==> config.mk <==
export PLATFORM = sky130hd
export DESIGN_NAME = barrier_lookup
export DESIGN_NICKNAME = d
export VERILOG_FILES = /design/src/logic/pkt_pkg.sv /design/src/logic/barrier_pkg.sv /design/src/logic/pkt_fifo.sv /design/src/logic/barrier_parser.sv /design/src/logic/forward_decision.sv /design/src/logic/output_ctrl.sv /design/src/logic/barrier_lookup.sv
export SDC_FILE = /design/constraint.sdc
export NUM_CORES = 1
export LEC_CHECK = 0
export ABC_CLOCK_PERIOD_IN_PS = 8200
export BUFFER_PORTS_ARGS = -buffer_cell sky130_fd_sc_hd__buf_2
export CAP_MARGIN = 10
export CORE_MARGIN = 2
export CORE_UTILIZATION = 30
export CTS_BUF_LIST = sky130_fd_sc_hd__clkbuf_4
export CTS_CLUSTER_SIZE = 40
export DETAILED_ROUTE_END_ITERATION = 10
export PLACE_DENSITY_LB_ADDON = 0.1
export SETUP_SLACK_MARGIN = 0.05
export SYNTH_ARGS = -nofsm -noshare
export SYNTH_HDL_FRONTEND = slang
export SYNTH_SLANG_ARGS = --single-unit
==> constraint.sdc <==
create_clock -name clk -period 8.2 [get_ports clk]
set_input_delay 1.23 -clock clk [delete_from_list [all_inputs] [get_ports clk]]
set_output_delay 1.23 -clock clk [all_outputs]
set_load 0.01 [all_outputs]
==> src/logic/pkt_pkg.sv <==
// packet word and control types, header and barrier field positions, buffer depths
package pkt_pkg;

   // -------------------------------------------------------------------------
   // word format
   // -------------------------------------------------------------------------
   localparam int DATA_W = 64;
   localparam int CTRL_W = DATA_W / 8;

   typedef logic [DATA_W-1:0] data_t;
   typedef logic [CTRL_W-1:0] ctrl_t;
   typedef logic [15:0]       port_mask_t;  // one-hot output ports
   typedef logic [15:0]       port_num_t;
   typedef logic [2:0]        word_idx_t;   // saturates at 7

   // module header, word 0
   localparam ctrl_t IOQ_HDR_CTRL = 8'hff;
   localparam int    DST_MASK_LSB = 0;
   localparam int    SRC_PORT_LSB = 16;

   // barrier payload
   localparam int          ETHERTYPE_WORD    = 2;
   localparam int          ETHERTYPE_LSB     = 48;
   localparam logic [15:0] BARRIER_ETHERTYPE = 16'h88b5;
   localparam int          BARRIER_WORD      = 3;
   localparam int          MSG_LSB           = 32;   // comm id sits below, 31..16
   localparam int          TOPO_LSB          = 8;
   localparam int          NODE_LSB          = 0;

   // -------------------------------------------------------------------------
   // buffering
   // -------------------------------------------------------------------------
   localparam int DATA_FIFO_DEPTH_BITS = 4;
   localparam int DESC_FIFO_DEPTH_BITS = 2;
   localparam int DESC_W               = 49;  // flag + src port + msg + topo + node

endpackage

==> src/logic/barrier_pkg.sv <==
// barrier message codes, topology and node type codes, ring barrier state enum
package barrier_pkg;

   typedef logic [15:0] msg_t;
   typedef logic [7:0]  topo_t;
   typedef logic [7:0]  node_t;

   // messages passed around the ring
   localparam msg_t MSG_AT_BR      = 16'd65;  // local cpu reached the barrier
   localparam msg_t MSG_PREV_AT_BR = 16'd66;  // all upstream nodes are waiting
   localparam msg_t MSG_RLS_BR     = 16'd67;  // release, sent by the head

   // only the ring is decoded here
   localparam topo_t TOPO_RING = 8'd1;

   localparam node_t NODE_HEAD = 8'd1;
   localparam node_t NODE_NODE = 8'd2;       // regular ring member

   // at_barrier is used by the head only, the wait states by regular nodes
   typedef enum logic [2:0] {
      br_idle,
      at_barrier,
      wait_cpu,
      wait_network,
      wait_notification
   } br_state_e;

endpackage

==> src/logic/pkt_fifo.sv <==
// synchronous register-array FIFO with registered read data and nearly-full flag
module pkt_fifo #(
   parameter int WIDTH      = 72,
   parameter int DEPTH_BITS = 4
) (
   input  logic             clk,
   input  logic             reset,
   input  logic             wr_en,
   input  logic [WIDTH-1:0] din,
   input  logic             rd_en,
   output logic [WIDTH-1:0] dout,
   output logic             empty,
   output logic             nearly_full,
   output logic             full
);

   logic [WIDTH-1:0]      mem [2**DEPTH_BITS];
   logic [DEPTH_BITS-1:0] wr_ptr;
   logic [DEPTH_BITS-1:0] rd_ptr;
   logic [DEPTH_BITS:0]   count;     // one extra bit to tell full from empty

   // storage, read data shows up the cycle after rd_en
   always_ff @(posedge clk) begin
      if (wr_en)
         mem[wr_ptr] <= din;
      if (rd_en)
         dout <= mem[rd_ptr];
   end

   always_ff @(posedge clk) begin
      if (reset) begin
         wr_ptr <= '0;
         rd_ptr <= '0;
         count  <= '0;
      end else begin
         if (wr_en)
            wr_ptr <= wr_ptr + 1'b1;
         if (rd_en)
            rd_ptr <= rd_ptr + 1'b1;
         case ({wr_en, rd_en})
            2'b10:   count <= count + 1'b1;
            2'b01:   count <= count - 1'b1;
            default: count <= count;
         endcase
      end
   end

   assign empty       = (count == '0);
   assign full        = count[DEPTH_BITS];                        // only set at 2**DEPTH_BITS
   assign nearly_full = full || (count[DEPTH_BITS-1:0] == '1);    // one entry left

   a_no_overflow: assert property (@(posedge clk) disable iff (reset) full |-> !wr_en)
      else $error("write into a full fifo");
   a_no_underflow: assert property (@(posedge clk) disable iff (reset) empty |-> !rd_en)
      else $error("read from an empty fifo");

endmodule

==> src/logic/barrier_parser.sv <==
// input word counter, source port capture and barrier field extraction into a descriptor
module barrier_parser (
   input  logic               clk,
   input  logic               reset,
   input  pkt_pkg::data_t     in_data,
   input  pkt_pkg::ctrl_t     in_ctrl,
   input  logic               in_wr,
   output logic               desc_wr,
   output logic               is_barrier,
   output pkt_pkg::port_num_t src_port,
   output barrier_pkg::msg_t  message,
   output barrier_pkg::topo_t topo,
   output barrier_pkg::node_t node
);
   import pkt_pkg::*;
   import barrier_pkg::*;

   word_idx_t word_cnt;
   logic      eth_match;      // word 2 carried the barrier ethertype
   port_num_t src_q;
   msg_t      msg_q;
   topo_t     topo_q;
   node_t     node_q;
   logic      at_fields;

   assign at_fields = (word_cnt == word_idx_t'(BARRIER_WORD));

   // last word is any nonzero control other than the module header code
   assign desc_wr = in_wr && (in_ctrl != '0) && (in_ctrl != IOQ_HDR_CTRL);

   // -------------------------------------------------------------------------
   // word tracking
   // -------------------------------------------------------------------------
   always_ff @(posedge clk) begin
      if (reset) begin
         word_cnt  <= '0;
         eth_match <= 1'b0;
      end else if (in_wr) begin
         if (desc_wr)
            word_cnt <= '0;
         else if (word_cnt != '1)
            word_cnt <= word_cnt + 1'b1;
         if (word_cnt == word_idx_t'(ETHERTYPE_WORD))
            eth_match <= (in_data[ETHERTYPE_LSB +: 16] == BARRIER_ETHERTYPE);
      end
   end

   // field capture
   always_ff @(posedge clk) begin
      if (in_wr && word_cnt == '0)
         src_q <= in_data[SRC_PORT_LSB +: $bits(port_num_t)];
      if (in_wr && at_fields) begin
         msg_q  <= in_data[MSG_LSB +: $bits(msg_t)];
         topo_q <= in_data[TOPO_LSB +: $bits(topo_t)];
         node_q <= in_data[NODE_LSB +: $bits(node_t)];
      end
   end

   // -------------------------------------------------------------------------
   // descriptor, word 3 taken straight from the bus when it is the last word
   // -------------------------------------------------------------------------
   assign is_barrier = eth_match && (word_cnt >= word_idx_t'(BARRIER_WORD));
   assign src_port   = src_q;
   assign message    = at_fields ? in_data[MSG_LSB +: $bits(msg_t)] : msg_q;
   assign topo       = at_fields ? in_data[TOPO_LSB +: $bits(topo_t)] : topo_q;
   assign node       = at_fields ? in_data[NODE_LSB +: $bits(node_t)] : node_q;

endmodule

==> src/logic/forward_decision.sv <==
// ring barrier state machine and neighbour port mapping for plain traffic
module forward_decision (
   input  logic                clk,
   input  logic                reset,
   input  logic                is_barrier,
   input  pkt_pkg::port_num_t  src_port,
   input  barrier_pkg::msg_t   message,
   input  barrier_pkg::topo_t  topo,
   input  barrier_pkg::node_t  node,
   input  logic                commit,
   output pkt_pkg::port_mask_t dst_mask,
   output logic                rewrite_msg,
   output barrier_pkg::msg_t   new_msg
);
   import pkt_pkg::*;
   import barrier_pkg::*;

   br_state_e state;
   br_state_e state_next;
   logic      from_cpu;       // odd ports face the cpu
   logic      ring;
   port_num_t peer_port;

   assign from_cpu  = src_port[0];
   assign ring      = is_barrier && (topo == TOPO_RING);
   assign peer_port = from_cpu ? src_port - 1'b1 : src_port + 1'b1;

   always_comb begin
      dst_mask    = '0;            // barrier packets nobody takes by default
      rewrite_msg = 1'b0;
      new_msg     = message;
      state_next  = state;
      if (!is_barrier) begin
         dst_mask = port_mask_t'(1) << peer_port;
      end else if (ring) begin
         if (node == NODE_HEAD && message == MSG_AT_BR && from_cpu && state == br_idle) begin
            dst_mask    = port_mask_t'(16'h0001);
            state_next  = at_barrier;
            rewrite_msg = 1'b1;
            new_msg     = MSG_PREV_AT_BR;
         end else if (message == MSG_PREV_AT_BR && !from_cpu && state == at_barrier) begin
            // token came all the way round, release everyone
            dst_mask    = port_mask_t'(16'h0003);
            state_next  = br_idle;
            rewrite_msg = 1'b1;
            new_msg     = MSG_RLS_BR;
         end else if (node == NODE_NODE && message == MSG_AT_BR && from_cpu &&
                      state == br_idle) begin
            state_next = wait_network;      // hold until upstream arrives
         end else if (message == MSG_PREV_AT_BR && !from_cpu && state == br_idle) begin
            state_next = wait_cpu;
         end else if (message == MSG_PREV_AT_BR && !from_cpu && state == wait_network) begin
            dst_mask   = port_mask_t'(16'h0001);
            state_next = wait_notification;
         end else if (message == MSG_AT_BR && from_cpu && state == wait_cpu) begin
            dst_mask    = port_mask_t'(16'h0001);
            state_next  = wait_notification;
            rewrite_msg = 1'b1;
            new_msg     = MSG_PREV_AT_BR;
         end else if (message == MSG_RLS_BR && !from_cpu && state == wait_notification) begin
            dst_mask   = port_mask_t'(16'h0003);   // pass on and tell the cpu
            state_next = br_idle;
         end
      end
   end

   always_ff @(posedge clk) begin
      if (reset)
         state <= br_idle;
      else if (commit)
         state <= state_next;
   end

   a_state_legal: assert property (@(posedge clk) disable iff (reset)
      state inside {br_idle, at_barrier, wait_cpu, wait_network, wait_notification})
      else $error("barrier state left the legal set");

endmodule

==> src/logic/output_ctrl.sv <==
// output streaming FSM with header mask and barrier message substitution
module output_ctrl (
   input  logic                clk,
   input  logic                reset,
   input  pkt_pkg::data_t      data_dout,
   input  pkt_pkg::ctrl_t      ctrl_dout,
   input  logic                data_empty,
   input  logic                desc_empty,
   input  pkt_pkg::port_mask_t dst_mask,
   input  logic                rewrite_msg,
   input  barrier_pkg::msg_t   new_msg,
   input  logic                out_rdy,
   output logic                data_rd,
   output logic                desc_rd,
   output logic                commit,
   output pkt_pkg::data_t      out_data,
   output pkt_pkg::ctrl_t      out_ctrl,
   output logic                out_wr
);
   import pkt_pkg::*;
   import barrier_pkg::*;

   typedef enum logic [1:0] {
      wait_desc,
      write_hdr,
      stream
   } oc_state_e;

   oc_state_e state;
   oc_state_e state_next;
   word_idx_t word_cnt;       // index of the word on data_dout
   word_idx_t word_cnt_next;
   logic      rewrite_q;      // decision held past the state update
   msg_t      msg_q;

   // -------------------------------------------------------------------------
   // next state and output word
   // -------------------------------------------------------------------------
   always_comb begin
      state_next    = state;
      word_cnt_next = word_cnt;
      data_rd       = 1'b0;
      desc_rd       = 1'b0;
      commit        = 1'b0;
      out_wr        = 1'b0;
      out_data      = data_dout;
      out_ctrl      = ctrl_dout;
      case (state)
         wait_desc: begin
            // descriptor only exists once the whole packet is buffered
            if (out_rdy && !desc_empty && !data_empty) begin
               desc_rd    = 1'b1;
               data_rd    = 1'b1;
               state_next = write_hdr;
            end
         end
         write_hdr: begin
            out_data[DST_MASK_LSB +: $bits(port_mask_t)] = dst_mask;
            if (out_rdy) begin
               out_wr        = 1'b1;
               commit        = 1'b1;
               data_rd       = 1'b1;
               word_cnt_next = word_idx_t'(1);
               state_next    = stream;
            end
         end
         stream: begin
            if (rewrite_q && word_cnt == word_idx_t'(BARRIER_WORD))
               out_data[MSG_LSB +: $bits(msg_t)] = msg_q;
            if (out_rdy) begin
               out_wr = 1'b1;
               if (ctrl_dout != '0) begin
                  state_next = wait_desc;     // last word out
               end else begin
                  data_rd = 1'b1;
                  if (word_cnt != '1)
                     word_cnt_next = word_cnt + 1'b1;
               end
            end
         end
         default: state_next = wait_desc;
      endcase
   end

   always_ff @(posedge clk) begin
      if (reset) begin
         state     <= wait_desc;
         word_cnt  <= '0;
         rewrite_q <= 1'b0;
      end else begin
         state    <= state_next;
         word_cnt <= word_cnt_next;
         if (commit)
            rewrite_q <= rewrite_msg;
      end
   end

   always_ff @(posedge clk) begin
      if (commit)
         msg_q <= new_msg;
   end

   a_wr_needs_rdy: assert property (@(posedge clk) disable iff (reset) out_wr |-> out_rdy)
      else $error("out_wr raised without out_rdy");

endmodule

==> src/logic/barrier_lookup.sv <==
// output port lookup top: parser, data and descriptor FIFOs, decision, output FSM
module barrier_lookup (
   input  logic           clk,
   input  logic           reset,
   input  pkt_pkg::data_t in_data,
   input  pkt_pkg::ctrl_t in_ctrl,
   input  logic           in_wr,
   output logic           in_rdy,
   output pkt_pkg::data_t out_data,
   output pkt_pkg::ctrl_t out_ctrl,
   output logic           out_wr,
   input  logic           out_rdy
);
   import pkt_pkg::*;
   import barrier_pkg::*;

   // parser side of the descriptor fifo
   logic       desc_wr;
   logic       is_barrier;
   port_num_t  src_port;
   msg_t       message;
   topo_t      topo;
   node_t      node;

   // current descriptor, held on the fifo output between pops
   logic       cur_barrier;
   port_num_t  cur_src;
   msg_t       cur_msg;
   topo_t      cur_topo;
   node_t      cur_node;

   data_t      data_dout;
   ctrl_t      ctrl_dout;
   logic       data_rd;
   logic       data_empty;
   logic       data_nearly_full;
   logic       desc_rd;
   logic       desc_empty;
   logic       desc_nearly_full;

   port_mask_t dst_mask;
   logic       rewrite_msg;
   msg_t       new_msg;
   logic       commit;

   // -------------------------------------------------------------------------
   // input side
   // -------------------------------------------------------------------------
   assign in_rdy = !data_nearly_full && !desc_nearly_full;

   barrier_parser parser (
      .clk        (clk),
      .reset      (reset),
      .in_data    (in_data),
      .in_ctrl    (in_ctrl),
      .in_wr      (in_wr),
      .desc_wr    (desc_wr),
      .is_barrier (is_barrier),
      .src_port   (src_port),
      .message    (message),
      .topo       (topo),
      .node       (node)
   );

   pkt_fifo #(.WIDTH(CTRL_W + DATA_W), .DEPTH_BITS(DATA_FIFO_DEPTH_BITS)) data_fifo (
      .clk         (clk),
      .reset       (reset),
      .wr_en       (in_wr),
      .din         ({in_ctrl, in_data}),
      .rd_en       (data_rd),
      .dout        ({ctrl_dout, data_dout}),
      .empty       (data_empty),
      .nearly_full (data_nearly_full),
      .full        ()
   );

   pkt_fifo #(.WIDTH(DESC_W), .DEPTH_BITS(DESC_FIFO_DEPTH_BITS)) desc_fifo (
      .clk         (clk),
      .reset       (reset),
      .wr_en       (desc_wr),
      .din         ({is_barrier, src_port, message, topo, node}),
      .rd_en       (desc_rd),
      .dout        ({cur_barrier, cur_src, cur_msg, cur_topo, cur_node}),
      .empty       (desc_empty),
      .nearly_full (desc_nearly_full),
      .full        ()
   );

   // -------------------------------------------------------------------------
   // decision and output side
   // -------------------------------------------------------------------------
   forward_decision decision (
      .clk         (clk),
      .reset       (reset),
      .is_barrier  (cur_barrier),
      .src_port    (cur_src),
      .message     (cur_msg),
      .topo        (cur_topo),
      .node        (cur_node),
      .commit      (commit),
      .dst_mask    (dst_mask),
      .rewrite_msg (rewrite_msg),
      .new_msg     (new_msg)
   );

   output_ctrl out_ctl (
      .clk         (clk),
      .reset       (reset),
      .data_dout   (data_dout),
      .ctrl_dout   (ctrl_dout),
      .data_empty  (data_empty),
      .desc_empty  (desc_empty),
      .dst_mask    (dst_mask),
      .rewrite_msg (rewrite_msg),
      .new_msg     (new_msg),
      .out_rdy     (out_rdy),
      .data_rd     (data_rd),
      .desc_rd     (desc_rd),
      .commit      (commit),
      .out_data    (out_data),
      .out_ctrl    (out_ctrl),
      .out_wr      (out_wr)
   );

endmodule

==> metrics.yaml, run 1 <==
max-slew-margin-rel_pct: 9.84
detail_route.first_pass.iterations: 6
die_w_um: 454
layout.nets: 3696
synth_edf_count: 1533
hold_path_depth: 1
cp_data_arrival_time_ps: 5220
muxShareOfSynthArea_pct: 13.0
wl_mm: 171
synth_flop_cell: "edfxtp_1"
grt_setup_unrepaired: "false"
yosysWarningCount: 0
gp_congestion: 0.776
status: "finished, final reports clean"
clock_skew_ps: 147
numCtsBuffers: 432
yosys.area.top_type: "edfxtp_1"
synthSimpleGateAreaFrac_pct: 2.22
ir_drop_mv: 0.286
ios: 150
cp_data_required_time_ps: 6970
r2r_cells: 13
drt_iter0_drc: 2165
track_usage_pct: 16.5
avgSynthCellArea_um2: 19.3
path_class: "reg2out"
grt_pass1_wl_mm: 243
post-route-min-period_ps: 6450
synth_compound_area_share_pct: 4.88
wl_per_cell_um: 26.1
synth_area_um2: 60800
areaGrowthSynthToFinish_pct: 14.6
path_clk_slew_ps: 80
slew_viol_final: 0
leakagePower_nw: 22.1
synth_top_family_by_area: "multiplexers"
synth_nets: 3265
yosysTopAreaCellShare_pct: 75.8
setup_tns_ps: 0
synth_cell_types: 66
synthArstFlopShare_pct: 0
drc: 0
cts_root_buf: "clkbuf_4"
fillers: 19100
drive_gt1_share_pct: 31.2
grt_max_degree: 123
synth_most_common_cell: "edfxtp_1"
crit_path_end_kind: "output pin"
grtUsageMet3_pct: 3.68
die_h_um: 454
routed_via_density: 4.89
reg2reg_from: "data_fifo.dout[67]$_DFFE_PP_"
port_buffers: 149
reg2reg_slack_ps: 4100
die-area_um2: 206000
path_max_fanout: 26
setup_violations: 0
top_usage_layer: "met2"
grt_pass1_vias: 34300
start_util_pct: 30.1
synthCells: 3145
vias: 32000
hold_viol_final: 0
clock.fmax_ghz: 0.155
synth.area.top_cells: "edfxtp_1 (76%), mux4_2 (7.2%), mux2i_1 (3.6%), mux2_2 (2.2%), o21ai_0 (1.4%)"
grt_overflow_total: 0
worst_pin_slew_ps: 1350
met2_usage_pct: 27.9
synthAdderAreaFrac_pct: 0.931
hold_buffers: 0
crit_path_start_kind: "register"
worstHoldPathType: "in2reg"
hold_path_startpoint: "in_ctrl[4]"
yosysSeqAreaShare_pct: 76.8
netlist_top_cells_count: "edfxtp_1 (1533), mux2i_1 (221), mux4_2 (193)"
post_cts_buffers: 0
cts_tree: "done"
crit_start: "desc_fifo.dout[32]$_DFFE_PP_"
clk-insertion-delay-late_ps: 1360
use_met1_pct: 21.1
cts_sinks: 1566
antenna_found_initial: 24
synth_xor_area_share_pct: 0.375
cts_resized: 0
drtAntennaViolNets: 0
max_cap_violations: 0
cts.path.max_buffers: 4
powerDensity_nw_per_um2: 280
synth_seq_cells: 1566
h-tree-depth: 5
rows: 165
period_share_pct: 78.7
dp_hpwl_mm: 89.1
total_power_w: 0.0195
core_um2: 202000
[worst paths after layout]
path / to
worst max register to register: data_fifo.count[4]$_SDFFE_PP0P_
worst min-delay path: data_fifo.mem[15][68]$_DFFE_PP_
worst max-delay path: out_data[9]
worst min register to register: out_ctl.msg_q[8]$_DFFE_PP_
[metrics by stage]
step | std cells | setup WS [ps] | hold WS [ps] | cell area (um2) | util (%)
6_report | 6554 | 1750 | 273 | 69700 | 34.5
5_1_grt | 6549 | 1320 | 129 | 69600 | 34.5
4_1_cts | 6546 | 1690 | 75.0 | 69600 | 34.5
3_5_place_dp | 5814 | 3270 | 447 | 64400 | 32.0
3_3_place_gp | 5814 | 3400 | 432 | 64400 | 32.0
2_1_floorplan | 3145 | 551 | 432 | 60800 | -
[layer usage]
| layer | part of all wire, % | vias up |
|---|---|---|
| met5 | 0.020 | - |
| met4 | 1.9 | 6 |
| met3 | 5.1 | 279 |
| met2 | 50 | 999 |
| met1 | 43 | 16800 |
| li1 | - | 13900 |
[kinds of logic after synthesis]
kind of cell    Yosys count
fa+ha+maj                44
mux                     534
flops                  1566
simple gates            270
xor+xnor                 26
buf+inv                 236
compound gates          469
[where the power goes]
part / switching, W / internal, W
clock network: 0.00319 / 0.00355
logic: 0.00182 / 0.00143
registers: 0.000250 / 0.00923
total: 0.00527 / 0.0142
[critical path, stage by stage, from the launching register on]
cell       delay, ps
edfxtp_1         980
ha_1             470
nor2b_4          220
o2111ai_1        210
a211oi_1         570
nor4_1           140
a311oi_1         330
nand4_2          420
o22ai_1          320
buf_2            190
[cell usage in the layout, fill, tap and decap left out, drive strengths merged, types with 20 or more instances in the layout]
cell type	n
edfxtp	1533
clkbuf	638
mux2i	221
mux4	193
buf	193
o21ai	165
mux2	120
a21oi	104
nand2	89
clkinv	86
a22oi	73
a221oi	72
nor2	55
inv	46
ha	42
dfxtp	33
and2	25
nand3	20
[state kept, by name, indices dropped and copies added, names as in the netlist]
register and flops:
data_fifo.count 5, data_fifo.dout 72, data_fifo.mem 1152, data_fifo.rd_ptr 4, data_fifo.wr_ptr 4, decision.state 3, desc_fifo.count 3, desc_fifo.dout 49
desc_fifo.mem 196, desc_fifo.rd_ptr 2, desc_fifo.wr_ptr 2, out_ctl.msg_q 16, out_ctl.rewrite_q 1, out_ctl.state 2, out_ctl.word_cnt 3, parser.eth_match 1
parser.msg_q 16, parser.node_q 8, parser.src_port 16, parser.topo_q 8, parser.word_cnt 3
[layout make-up]
cell class / instances / area [um2] / area share, %
Clock buffer: 638 / 4790 / 6.88
Multi-Input combinational cell: 1343 / 13100 / 18.8
Timing Repair Buffer: 193 / 1130 / 1.62
Clock inverter: 94 / 400 / 0.575
Inverter: 40 / 150 / 0.216
Antenna cell: 8 / 20.0 / 0.0287
Tap cell: 2672 / 3340 / 4.80
Sequential cell: 1566 / 46700 / 67.1
Note: power is estimated with default switching activity, not from simulation.
==> inputs of run 2 (changes only) <==
- ABC_CLOCK_PERIOD_IN_PS: 8200 -> 6100
- clock period: 8.2 -> 6.1 ns (I/O delays scaled with it)
==> run 2 against run 1 <==
Largest power group unchanged. Total power increased by 34%. Hold slack worse by 59 ps. Cell area grew 1.4%. Critical path type unchanged. Routed wire length is 1.7% higher. Non-clock buffer count grew 88.
==> metrics.yaml, run 2 (synthesis results as in run 1) <==
status: "finished, final reports clean"
clock_skew_ps: 133
areaGrowthSynthToFinish_pct: 16.2
worstPathCellList: "ha_1, a21o_2, a21oi_1, a21oi_1, or3_1, a211oi_1, nand4_4, o21ai_0, buf_2"
rows: 165
vias: 32500
place_ws_ps: 1530
drc: 0
final_common_cell: "edfxtp_1"
grt_overflow_total: 0
port_buffers: 149
dr_wl_met3_mm: 8.08
layout.nets: 3780
dp_cells: 5828
crit_buf_inv: 1
leakagePower_nw: 22.5
total_power_w: 0.0262
top_register: "data_fifo.mem"
ir_drop_mv: 0.293
track_usage_pct: 16.8
path_clk_slew_ps: 60
worstHoldPathType: "in2reg"
drt-met1-wl_mm: 75.5
cts_root_buf: "clkbuf_4"
grt_pass1_wl_mm: 248
grt_max_degree: 120
die-area_um2: 206000
antenna_found_initial: 13
die_w_um: 454
layout_common_cells: "edfxtp_1 (1533), clkbuf_4 (615), mux2i_1 (221)"
clock.fmax_ghz: 0.177
max-slew-margin-rel_pct: 25.2
crit_path_start_kind: "register"
cts_sinks: 1566
routed_via_density: 4.89
grt_setup_unrepaired: "false"
die_h_um: 454
slowest_stage: "edfxtp_1"
drtAntennaViolNets: 0
reg_top3: "data_fifo.mem: 1152 flops, desc_fifo.mem: 196 flops, data_fifo.dout: 72 flops"
max_cap_violations: 0
start_util_pct: 30.1
cp_data_required_time_ps: 5180
powerDensity_nw_per_um2: 370
top_layer_used: "met5"
detail_route.first_pass.iterations: 5
cp_slowest_stage_delay_ps: 610
ios: 150
cp_data_arrival_time_ps: 4740
wl_per_cell_um: 26.2
worst_pin_slew_ps: 1120
largest_reg_flops: 1152
cp_top_family: "compound AO/OA/AOI/OAI gates"
core_um2: 202000
grt_pass1_vias: 34600
stdcell_count: 6650
slew_viol_final: 0
cts.path.max_buffers: 4
path_class: "reg2out"
setup_violations: 0
fillers: 19100
setup_tns_ps: 0
wl_mm: 174
gp_congestion: 0.793
crit_path_end_kind: "output pin"
dp_hpwl_mm: 93.4
numCtsBuffers: 428
setup_ws_ps: 449
drt_iter0_drc: 2403
clk-insertion-delay-late_ps: 1320
crit_top_cell: "a21oi_1"
h-tree-depth: 5
path_max_fanout: 16
period_share_pct: 92.6
post-route-min-period_ps: 5650
cts_tree: "done"
route.met2.wl_mm: 86.8
drive_gt1_share_pct: 30.6
hold_viol_final: 0
## run 2: cell types whose count changed in the layout (fill, tap and decap cells not counted), moves of 2 or more
cell,previous run,this run
dlygate4sd3_1,0,73
clkinv_1,76,91
buf_4,40,42
buf_12,4,16
inv_2,6,8
clkbuf_4,638,615
clkinv_2,10,25
## run 2: where the power goes
part | internal (W) | switching, W | leakage (nW)
clock network | 0.00465 | 0.00427 | 3.12
registers | 0.0124 | 0.000320 | 14.2
logic | 0.00197 | 0.00255 | 5.20
## run 2: stage by stage
step                util [%]  hold slack (ps)  cell area, um2
floorplan                  -              432           60800
global placement        32.1              423           64700
detailed placement      32.1              443           64700
CTS                     35.0             1.58           70600
global route            35.0             78.5           70600
finish                  35.0              214           70600
## run 2: area by class of cell
type                       count  area, um2  share of cell area, %
sequential                  1566      46700                   66.2
multi-input combinational   1343      13100                   18.6
clock buffer                 615       4620                   6.54
tap                         2672       3340                   4.73
timing repair buffer         281       2120                   3.00
clock inverter               125        532                  0.753
inverter                      40        150                  0.213
antenna                        8       20.0                 0.0284
## run 2: timing repair
| item | 4_1_cts | 5_1_grt |
|---|---|---|
| hold buffers | 73 | 0 |
| endpoints found under the setup margin | 1 | 1 |
| resized for setup | 0 | 1 |
| pin swaps | 0 | 0 |
| endpoints found under the hold margin | 1204 | 0 |
| setup buffers | 1 | 0 |
## run 2: final timing paths
path	depth (start not counted)	slack, ps	start	to
setup / recovery	9	450	desc_fifo.dout[32]$_DFFE_PP_	out_data[1]
hold / removal	2	210	reset	desc_fifo.rd_ptr[0]$_SDFFE_PP0P_
setup reg to reg	6	2430	data_fifo.dout[67]$_DFFE_PP_	data_fifo.dout[20]$_DFFE_PP_
hold reg to reg	0	400	desc_fifo.dout[23]$_DFFE_PP_	out_ctl.msg_q[7]$_DFFE_PP_
## run 2: metal layers
layer | vias to the layer above | GRT usage [%]
met5 | - | 0
met4 | 8 | 5.29
met3 | 288 | 3.46
met2 | 985 | 28.5
met1 | 17100 | 21.6
li1 | 14100 | -
